$ cat src/common/mult16_pkg.sv
`default_nettype none

package mult16_pkg;

    localparam int OP_W    = 16;
    localparam int PROD_W  = 2 * OP_W;
    localparam int AXIL_AW = 4;
    localparam int AXIL_DW = 32;

    // register map, byte offsets
    localparam logic [AXIL_AW-1:0] ADDR_OPERANDS = 4'h0;
    localparam logic [AXIL_AW-1:0] ADDR_STATUS   = 4'h4;
    localparam logic [AXIL_AW-1:0] ADDR_PRODUCT  = 4'h8;

    localparam logic [1:0] RESP_OKAY   = 2'b00;
    localparam logic [1:0] RESP_SLVERR = 2'b10;

    // request to response, in clock cycles
    localparam int CORE_LATENCY = 3;

    // each 3:2 layer turns every full group of three rows into two
    function automatic int csa_layers(input int rows);
        int n;
        int layers;
        n = rows;
        layers = 0;
        while (n > 2) begin
            n = 2 * (n / 3) + n % 3;
            layers++;
        end
        return layers;
    endfunction

    typedef struct packed {
        logic                   awvalid;
        logic [AXIL_AW-1:0]     awaddr;
        logic                   wvalid;
        logic [AXIL_DW-1:0]     wdata;
        logic [AXIL_DW/8-1:0]   wstrb;
        logic                   bready;
        logic                   arvalid;
        logic [AXIL_AW-1:0]     araddr;
        logic                   rready;
    } axil_req_t;

    typedef struct packed {
        logic                   awready;
        logic                   wready;
        logic                   bvalid;
        logic [1:0]             bresp;
        logic                   arready;
        logic                   rvalid;
        logic [AXIL_DW-1:0]     rdata;
        logic [1:0]             rresp;
    } axil_rsp_t;

    typedef struct packed {
        logic                   valid;
        logic [OP_W-1:0]        a;
        logic [OP_W-1:0]        b;
    } mult_req_t;

    typedef struct packed {
        logic                   valid;
        logic [PROD_W-1:0]      product;
    } mult_rsp_t;

    // row i already sits at weight i
    typedef logic [OP_W-1:0][PROD_W-1:0] pp_rows_t;

endpackage

`default_nettype wire

$ cat src/hw/axil_mult_regs.sv
`timescale 1ns/1ps
`default_nettype none

module axil_mult_regs
    import mult16_pkg::*;
(
    input  wire            clk,
    input  wire            rst,
    input  wire axil_req_t axil_req,
    output axil_rsp_t      axil_rsp,
    output mult_req_t      mult_req,
    input  wire mult_rsp_t mult_rsp
);

    logic               bvalid_q;
    logic [1:0]         bresp_q;
    logic               rvalid_q;
    logic [1:0]         rresp_q;
    logic [AXIL_DW-1:0] rdata_q;
    logic [AXIL_DW-1:0] operands_q;
    logic               done_q;
    logic [PROD_W-1:0]  product_q;
    logic               req_valid_q;

    logic               wr_ready;
    logic               rd_ready;
    logic               wr_fire;
    logic               rd_fire;
    logic               op_write;
    logic [AXIL_DW-1:0] rd_data;
    logic [1:0]         rd_resp;

    // one outstanding response per channel
    assign wr_ready = !bvalid_q;
    assign rd_ready = !rvalid_q;

    assign wr_fire  = axil_req.awvalid && axil_req.wvalid && wr_ready;
    assign rd_fire  = axil_req.arvalid && rd_ready;
    assign op_write = wr_fire && (axil_req.awaddr == ADDR_OPERANDS);

    always_comb begin
        rd_data = '0;
        rd_resp = RESP_OKAY;
        case (axil_req.araddr)
            ADDR_OPERANDS: rd_data = operands_q;
            ADDR_STATUS:   rd_data = AXIL_DW'(done_q);
            ADDR_PRODUCT:  rd_data = AXIL_DW'(product_q);
            default:       rd_resp = RESP_SLVERR;
        endcase
    end

    always_ff @(posedge clk) begin
        if (rst) begin
            bvalid_q <= 1'b0;
        end else if (wr_fire) begin
            bvalid_q <= 1'b1;
        end else if (axil_req.bready) begin
            bvalid_q <= 1'b0;
        end
    end

    // only the operand register takes writes
    always_ff @(posedge clk) begin
        if (wr_fire) begin
            bresp_q <= op_write ? RESP_OKAY : RESP_SLVERR;
        end
    end

    always_ff @(posedge clk) begin
        if (rst) begin
            rvalid_q <= 1'b0;
        end else if (rd_fire) begin
            rvalid_q <= 1'b1;
        end else if (axil_req.rready) begin
            rvalid_q <= 1'b0;
        end
    end

    always_ff @(posedge clk) begin
        if (rd_fire) begin
            rdata_q <= rd_data;
            rresp_q <= rd_resp;
        end
    end

    always_ff @(posedge clk) begin
        if (op_write) begin
            operands_q <= axil_req.wdata;
        end
        if (mult_rsp.valid) begin
            product_q <= mult_rsp.product;
        end
    end

    // a fresh operand write wins over a response landing the same cycle
    always_ff @(posedge clk) begin
        if (rst) begin
            done_q <= 1'b0;
        end else if (op_write) begin
            done_q <= 1'b0;
        end else if (mult_rsp.valid) begin
            done_q <= 1'b1;
        end
    end

    always_ff @(posedge clk) begin
        if (rst) begin
            req_valid_q <= 1'b0;
        end else begin
            req_valid_q <= op_write;
        end
    end

    always_comb begin
        axil_rsp.awready = wr_ready;
        axil_rsp.wready  = wr_ready;
        axil_rsp.bvalid  = bvalid_q;
        axil_rsp.bresp   = bresp_q;
        axil_rsp.arready = rd_ready;
        axil_rsp.rvalid  = rvalid_q;
        axil_rsp.rdata   = rdata_q;
        axil_rsp.rresp   = rresp_q;
    end

    // operands_q was loaded on the handshake edge, so it lines up with valid
    always_comb begin
        mult_req.valid = req_valid_q;
        mult_req.a     = operands_q[OP_W-1:0];
        mult_req.b     = operands_q[2*OP_W-1:OP_W];
    end

    a_b_hold: assert property (
        @(posedge clk) disable iff (rst)
        axil_rsp.bvalid && !axil_req.bready |=> axil_rsp.bvalid && $stable(axil_rsp.bresp)
    ) else $error("write response dropped or changed while bready was low");

    a_r_hold: assert property (
        @(posedge clk) disable iff (rst)
        axil_rsp.rvalid && !axil_req.rready |=>
            axil_rsp.rvalid && $stable(axil_rsp.rdata) && $stable(axil_rsp.rresp)
    ) else $error("read response dropped or changed while rready was low");

endmodule

`default_nettype wire

$ cat src/hw/mult16_top.sv
`timescale 1ns/1ps
`default_nettype none

module mult16_top
    import mult16_pkg::*;
#(
    parameter int OP_W      = mult16_pkg::OP_W,
    parameter int CLA_GROUP = 4
) (
    input  wire            clk,
    input  wire            rst,
    input  wire axil_req_t axil_req,
    output axil_rsp_t      axil_rsp
);

    mult_req_t mult_req;
    mult_rsp_t mult_rsp;

    axil_mult_regs axil_mult_regs_i (
        .clk      (clk),
        .rst      (rst),
        .axil_req (axil_req),
        .axil_rsp (axil_rsp),
        .mult_req (mult_req),
        .mult_rsp (mult_rsp)
    );

    // three-stage pipelined multiplier
    mult_core #(
        .OP_W      (OP_W),
        .CLA_GROUP (CLA_GROUP)
    ) mult_core_i (
        .clk      (clk),
        .rst      (rst),
        .mult_req (mult_req),
        .mult_rsp (mult_rsp)
    );

endmodule

`default_nettype wire

$ cat src/mult_core/cla_adder.sv
`timescale 1ns/1ps
`default_nettype none

module cla_adder
    import mult16_pkg::*;
#(
    parameter int OP_W      = mult16_pkg::OP_W,
    parameter int CLA_GROUP = 4
) (
    input  wire              clk,
    input  wire              rst,
    input  wire [PROD_W-1:0] sum_row,
    input  wire [PROD_W-1:0] carry_row,
    input  wire              csa_valid,
    output mult_rsp_t        mult_rsp
);

    localparam int ADD_W = 2 * OP_W;
    localparam int NG    = ADD_W / CLA_GROUP;

    logic [ADD_W-1:0]  bit_g;
    logic [ADD_W-1:0]  bit_p;
    logic [ADD_W-1:0]  sum_d;
    logic [NG-1:0]     grp_g;
    logic [NG-1:0]     grp_p;
    logic [NG-1:0]     grp_c;
    logic [PROD_W-1:0] prod_q;
    logic              valid_q;

    assign bit_g = sum_row & carry_row;
    assign bit_p = sum_row ^ carry_row;

    always_comb begin
        logic g_acc;
        logic p_acc;
        for (int j = 0; j < NG; j++) begin
            g_acc = 1'b0;
            p_acc = 1'b1;
            for (int b = 0; b < CLA_GROUP; b++) begin
                g_acc = bit_g[j*CLA_GROUP+b] | (bit_p[j*CLA_GROUP+b] & g_acc);
                p_acc = p_acc & bit_p[j*CLA_GROUP+b];
            end
            grp_g[j] = g_acc;
            grp_p[j] = p_acc;
        end
    end

    // carry into group j, flattened over all lower groups, no carry in
    always_comb begin
        logic term;
        logic c_acc;
        grp_c = '0;
        for (int j = 1; j < NG; j++) begin
            c_acc = 1'b0;
            for (int k = 0; k < j; k++) begin
                term = grp_g[k];
                for (int m = k + 1; m < j; m++) begin
                    term = term & grp_p[m];
                end
                c_acc = c_acc | term;
            end
            grp_c[j] = c_acc;
        end
    end

    // ripple inside each group from its lookahead carry
    always_comb begin
        logic cy;
        for (int j = 0; j < NG; j++) begin
            cy = grp_c[j];
            for (int b = 0; b < CLA_GROUP; b++) begin
                sum_d[j*CLA_GROUP+b] = bit_p[j*CLA_GROUP+b] ^ cy;
                cy = bit_g[j*CLA_GROUP+b] | (bit_p[j*CLA_GROUP+b] & cy);
            end
        end
    end

    always_ff @(posedge clk) begin
        prod_q <= sum_d;
    end

    always_ff @(posedge clk) begin
        if (rst) begin
            valid_q <= 1'b0;
        end else begin
            valid_q <= csa_valid;
        end
    end

    always_comb begin
        mult_rsp.valid   = valid_q;
        mult_rsp.product = prod_q;
    end

endmodule

`default_nettype wire

$ cat src/mult_core/csa_tree.sv
`timescale 1ns/1ps
`default_nettype none

module csa_tree
    import mult16_pkg::*;
#(
    parameter int OP_W = mult16_pkg::OP_W
) (
    input  wire               clk,
    input  wire               rst,
    input  wire pp_rows_t     pp_rows,
    input  wire               pp_valid,
    output logic [PROD_W-1:0] sum_row,
    output logic [PROD_W-1:0] carry_row,
    output logic              csa_valid
);

    localparam int LAYERS = csa_layers(OP_W);

    // rows still alive on entry to a layer
    function automatic int rows_at(input int layer);
        int n;
        n = OP_W;
        for (int k = 0; k < layer; k++) begin
            n = 2 * (n / 3) + n % 3;
        end
        return n;
    endfunction

    logic [PROD_W-1:0] stage [LAYERS+1][OP_W];
    logic [PROD_W-1:0] row_total;

    for (genvar r = 0; r < OP_W; r++) begin : g_in
        assign stage[0][r] = pp_rows[r];
    end

    for (genvar l = 0; l < LAYERS; l++) begin : g_layer
        localparam int N_IN   = rows_at(l);
        localparam int N_OUT  = rows_at(l + 1);
        localparam int GROUPS = N_IN / 3;

        for (genvar g = 0; g < GROUPS; g++) begin : g_csa
            logic [PROD_W-1:0] x;
            logic [PROD_W-1:0] y;
            logic [PROD_W-1:0] z;

            assign x = stage[l][3*g];
            assign y = stage[l][3*g+1];
            assign z = stage[l][3*g+2];

            // one full adder per column with its carry one weight up
            assign stage[l+1][2*g]   = x ^ y ^ z;
            assign stage[l+1][2*g+1] = ((x & y) | (y & z) | (x & z)) << 1;
        end

        // leftovers skip this layer
        for (genvar r = 0; r < N_IN % 3; r++) begin : g_pass
            assign stage[l+1][2*GROUPS+r] = stage[l][3*GROUPS+r];
        end

        for (genvar r = N_OUT; r < OP_W; r++) begin : g_idle
            assign stage[l+1][r] = '0;
        end
    end

    always_ff @(posedge clk) begin
        sum_row   <= stage[LAYERS][0];
        carry_row <= stage[LAYERS][1];
    end

    always_ff @(posedge clk) begin
        if (rst) begin
            csa_valid <= 1'b0;
        end else begin
            csa_valid <= pp_valid;
        end
    end

    // plain sum of all input rows
    always_comb begin
        row_total = '0;
        for (int r = 0; r < OP_W; r++) begin
            row_total = row_total + pp_rows[r];
        end
    end

    // the two output rows must still add up to the input row total
    a_valid_step: assert property (
        @(posedge clk) disable iff (rst)
        pp_valid |=> csa_valid && (sum_row + carry_row == $past(row_total))
    ) else $error("csa rows lost pp_valid or no longer add up to the partial products");

endmodule

`default_nettype wire

$ cat src/mult_core/mult_core.sv
`timescale 1ns/1ps
`default_nettype none

module mult_core
    import mult16_pkg::*;
#(
    parameter int OP_W      = mult16_pkg::OP_W,
    parameter int CLA_GROUP = 4
) (
    input  wire            clk,
    input  wire            rst,
    input  wire mult_req_t mult_req,
    output mult_rsp_t      mult_rsp
);

    pp_rows_t          pp_rows;
    logic              pp_valid;
    logic [PROD_W-1:0] sum_row;
    logic [PROD_W-1:0] carry_row;
    logic              csa_valid;

    pp_gen #(.OP_W(OP_W)) pp_gen_i (
        .clk      (clk),
        .rst      (rst),
        .mult_req (mult_req),
        .pp_rows  (pp_rows),
        .pp_valid (pp_valid)
    );

    csa_tree #(.OP_W(OP_W)) csa_tree_i (
        .clk       (clk),
        .rst       (rst),
        .pp_rows   (pp_rows),
        .pp_valid  (pp_valid),
        .sum_row   (sum_row),
        .carry_row (carry_row),
        .csa_valid (csa_valid)
    );

    cla_adder #(.OP_W(OP_W), .CLA_GROUP(CLA_GROUP)) cla_adder_i (
        .clk       (clk),
        .rst       (rst),
        .sum_row   (sum_row),
        .carry_row (carry_row),
        .csa_valid (csa_valid),
        .mult_rsp  (mult_rsp)
    );

    a_latency: assert property (
        @(posedge clk) disable iff (rst)
        mult_rsp.valid == $past(mult_req.valid, CORE_LATENCY)
    ) else $error("core response valid does not match request valid %0d cycles back",
                  CORE_LATENCY);

endmodule

`default_nettype wire

$ cat src/mult_core/pp_gen.sv
`timescale 1ns/1ps
`default_nettype none

module pp_gen
    import mult16_pkg::*;
#(
    parameter int OP_W = mult16_pkg::OP_W
) (
    input  wire            clk,
    input  wire            rst,
    input  wire mult_req_t mult_req,
    output pp_rows_t       pp_rows,
    output logic           pp_valid
);

    pp_rows_t rows_d;

    // row i is a gated by b[i], moved up to weight i
    always_comb begin
        for (int i = 0; i < OP_W; i++) begin
            rows_d[i] = PROD_W'(mult_req.a & {OP_W{mult_req.b[i]}}) << i;
        end
    end

    always_ff @(posedge clk) begin
        pp_rows <= rows_d;
    end

    always_ff @(posedge clk) begin
        if (rst) begin
            pp_valid <= 1'b0;
        end else begin
            pp_valid <= mult_req.valid;
        end
    end

endmodule

`default_nettype wire

$ cat config.mk
export PLATFORM = sky130hd
export DESIGN_NAME = mult16_top
export DESIGN_NICKNAME = d
export VERILOG_FILES = /design/src/common/mult16_pkg.sv /design/src/hw/axil_mult_regs.sv /design/src/hw/mult16_top.sv /design/src/mult_core/cla_adder.sv /design/src/mult_core/csa_tree.sv /design/src/mult_core/mult_core.sv /design/src/mult_core/pp_gen.sv
export SDC_FILE = /design/constraint.sdc
export NUM_CORES = 1
export LEC_CHECK = 0
export ABC_CLOCK_PERIOD_IN_PS = 4800
export BUFFER_PORTS_ARGS = -buffer_cell sky130_fd_sc_hd__buf_2
export CORE_MARGIN = 2
export CORE_UTILIZATION = 50
export CTS_BUF_LIST = sky130_fd_sc_hd__clkbuf_8
export DETAILED_ROUTE_END_ITERATION = 10
export GPL_ROUTABILITY_DRIVEN = 0
export GPL_TIMING_DRIVEN = 0
export PLACE_DENSITY = 0.78
export SYNTH_ARGS = -nofsm -noshare
export SYNTH_HDL_FRONTEND = slang
export SYNTH_SLANG_ARGS = --single-unit
$ cat constraint.sdc
create_clock -name clk -period 4.8 [get_ports clk]
set_input_delay 0.72 -clock clk [delete_from_list [all_inputs] [get_ports clk]]
set_output_delay 0.72 -clock clk [all_outputs]
set_load 0.005 [all_outputs]
==> impl_metrics.toml <==
[floorplanning]
die_x_um = 197.6
core_um2 = 36790
start_util_pct = 50.92
row_count = 70
dieArea_um2 = 39030
ios = 92
die_y_um = 197.6

[cells_and_area]
nFillCells = 2838
area_growth_pct = 13.19
drive_gt1_share_pct = 13.00
design_area_um2 = 21200
post-route-util_pct = 57.63
layout.nets = 1902
fin_cells = 2084

[power]
p_comb_share_pct = 6.8
power.internal_mw = 6.024
seqPwrFrac_pct = 52.8
ir_drop_v = 0.0001867
p_switching_mw = 1.877
power_mw = 7.901
clockPowerShare_pct = 40.3
power.density_nw_per_um2 = 372.7
p_leak_nw = 9.728
switching_share_pct = 23.76

[setup_path]
crit_start = "mult_core_i.pp_gen_i.pp_rows[399]"
endpoint = "mult_core_i.csa_tree_i.sum_row[15]"
r2r_slack_ns = 1.10
worst_path_max_delay_cell = "fa_1"
critPathBufInv = 4
path_max_fanout = 1
crit_chain = "fa_1 -> inv_1 -> fa_1 -> inv_1 -> fa_1 -> inv_1 -> fa_1 -> fa_1 -> inv_1 -> fa_1"
cpLargestDelayFamily = "adder cells"
slowest_delay_ns = 0.54
cp.arrival_ns = 4.18
cpMostUsedCell = "fa_1"
startpoint_type = "flop"
ff2ff_path_depth = 10
r2r-end = "mult_core_i.csa_tree_i.sum_row[15]"
required_ns = 5.28
cp.depth = 10
rr_startpoint = "mult_core_i.pp_gen_i.pp_rows[399]"
crit_type = "flop to flop"
end_kind = "flop"

[sta]
fin_ws_ns = 1.099
setup_viol_count_final = 0
max_slew_margin_pct = 37.71
worst_slew_pin_slew_ns = 0.9329
finalSetupTns_ns = 0
timing.final.crit_share_pct = 77.11
hold_ws_ns = 0.2880
rsz0062_at_grt = "false"
finalClockSkew_ns = 0.03207
max_freq_mhz = 270.2
fin_crit_ns = 3.701
hold_viol = 0
drv_slew = 0

[clocking]
cts_max_level = 3
cts_tree = "done"
clockBufferDepth = 3
clock-sinks = 449
path_clk_slew_ns = 0.06
post_cts_buffers = 0
clk-insertion-delay-late_ns = 0.61
cts_hold_buffers = 0
cts_resized = 0
cts-root-buf = "clkbuf_8"
cts_buffers = 70

[placed_design]
port_buffers = 85
post-place-ws_ns = 1.095
post_dp_cell_area_um2 = 19780
dp_cells = 1955
dp_hpwl_um = 27290

[logic_synthesis]
synthDistinctLibCells = 37
ys_seq_elements = 449
netlist_instances = 1400
synth.avg_cell_area_um2 = 13.38
yosys_warnings = 0
syn_area_um2 = 18730
seq_area_frac_synth_pct = 53.23

[grt]
grt_pass1_wl_um = 59480
overflow = 0
grtUsageTotal_pct = 20.42
grt_pass1_vias = 11320
grt_start_max_net_pins = 34
antenna_found_initial = 0

[route]
route.vias.total = 9963
wl_um = 37760
drt_iter0_drc = 501
viasPerCell = 4.781
drc = 0
wl_per_cell_um = 18.12
final_antenna_net_count = 0
drtPass1Iterations = 5

[worst_hold_path]
hold_path_class = "input pin to flop"

[status]
status = "finished, final reports clean"

[flow_run]
drv_cap = 0
-- final cells by class --
cell class / count / area (um^2) / share of cell area [%]
well taps: 468 / 585.6 / 2.762
diodes: 1 / 2.502 / 0.01180
clock buffers: 83 / 1142 / 5.388
plain buffers: 45 / 202.7 / 0.9561
clock inverters: 45 / 274.0 / 1.292
inverters: 271 / 1017 / 4.798
repair buffers: 86 / 452.9 / 2.136
multi-input cells: 636 / 7552 / 35.62
flip-flops and latches: 449 / 9971 / 47.03
-- logic make-up after synthesis --
group	synth area share, %
flip-flops	53.23
AND/OR/NAND/NOR	9.372
buffers and inverters	6.513
adder cells (fa/ha/maj)	28.24
other	0.02002
multiplexers	0.05344
AO/OA/AOI/OAI	2.291
XOR/XNOR	0.2806
-- layer usage --
layer / up-vias / part of all wire (%) / global-route usage, %
li1: 4560 / - / -
met1: 5055 / 42 / 25.41
met2: 250 / 50 / 35.33
met3: 98 / 4.5 / 3.449
met4: 0 / 3.5 / 8.661
met5: - / 0 / 0
-- registers in the layout, indices dropped and copies added (netlist names) --
register,cells
axil_mult_regs_i.done_q,1
mult_core_i.cla_adder_i.valid_q,1
axil_mult_regs_i.product_q,32
mult_core_i.pp_gen_i.pp_rows,256
axil_mult_regs_i.req_valid_q,1
axil_mult_regs_i.operands_q,32
axil_mult_regs_i.bvalid_q,1
axil_mult_regs_i.rvalid_q,1
mult_core_i.pp_gen_i.pp_valid,1
mult_core_i.csa_tree_i.csa_valid,1
mult_core_i.csa_tree_i.carry_row,25
axil_mult_regs_i.rresp_q,1
axil_mult_regs_i.rdata_q,32
mult_core_i.csa_tree_i.sum_row,31
mult_core_i.cla_adder_i.prod_q,32
axil_mult_regs_i.bresp_q,1
-- layout by cell type (no fill, tap or decap), types with 3 or more instances in the layout --
cell type and n:
clkinv_2 11, nand4_1 4, inv_1 291, and2_1 256
nand2_1 4, nand3_1 3, clkbuf_1 32, a21o_1 4
clkinv_1 3, clkinvlp_4 5, ha_1 74, a22o_1 31
fa_1 218, dfxtp_1 350, nor2b_1 3, buf_2 91
nor2_1 4, edfxtp_1 98, clkbuf_8 83, a21oi_1 7
buf_4 7, xor2_1 5
-- synthesized netlist by cell type --
master / count / share of area (%)
nand2b_1: 1 / 0.033
and2_1: 256 / 8.6
nor4b_2: 1 / 0.080
clkbuf_1: 32 / 0.64
edfxtp_1: 98 / 16
a21o_1: 4 / 0.16
xnor2_1: 1 / 0.047
a211o_1: 1 / 0.047
nor3_1: 2 / 0.053
o21a_1: 1 / 0.040
o31ai_2: 1 / 0.067
nor4_1: 1 / 0.033
a21oi_1: 7 / 0.19
nor4_2: 1 / 0.067
nand4_1: 4 / 0.13
o21ai_0: 2 / 0.053
a211oi_1: 1 / 0.040
a221oi_2: 1 / 0.080
a22o_1: 31 / 1.4
and4_1: 1 / 0.047
fa_1: 218 / 23
a31oi_1: 1 / 0.033
mux2i_1: 1 / 0.053
a221oi_1: 1 / 0.047
dfxtp_1: 351 / 38
buf_4: 7 / 0.28
inv_1: 271 / 5.4
nand2_1: 4 / 0.080
nand3_1: 3 / 0.080
conb_1: 1 / 0.020
xor2_1: 5 / 0.23
buf_2: 6 / 0.16
nor2_1: 4 / 0.080
o21bai_1: 1 / 0.040
ha_1: 74 / 4.9
o31a_1: 1 / 0.047
nor2b_1: 4 / 0.13
-- worst register-to-register path: cells and delay by family (launching register included) --
family / cells / cell delay (ns)
adders and majority gates: 6 / 3.04
buffers and inverters: 4 / 0.23
DFF: 1 / 0.32
-- power by group through the flow --
stage	sequential (mW)	combinational (mW)	clock, mW
2_1_floorplan	4.23	0.349	0
3_3_place_gp	4.25	0.510	0
3_5_place_dp	4.26	0.542	0
4_1_cts	4.18	0.549	3.23
5_1_grt	4.19	0.627	3.41
6_report	4.17	0.540	3.19
-- worst min path at each step --
stage / endpoint / slack [ns] / depth (start not counted) / startpoint
after floorplan: mult_core_i.cla_adder_i.prod_q[0] / 0.31 / 0 / mult_core_i.csa_tree_i.sum_row[0]
after global placement: mult_core_i.cla_adder_i.prod_q[1] / 0.31 / 0 / mult_core_i.csa_tree_i.sum_row[1]
after detailed placement: mult_core_i.cla_adder_i.prod_q[2] / 0.31 / 0 / mult_core_i.csa_tree_i.sum_row[2]
after CTS: axil_mult_regs_i.operands_q[3] / 0.25 / 1 / axil_req[14]
after global routing: axil_mult_regs_i.operands_q[0] / 0.25 / 1 / axil_req[11]
final: axil_mult_regs_i.operands_q[3] / 0.29 / 1 / axil_req[14]
No activity file was read; power rests on OpenSTA's default activity.
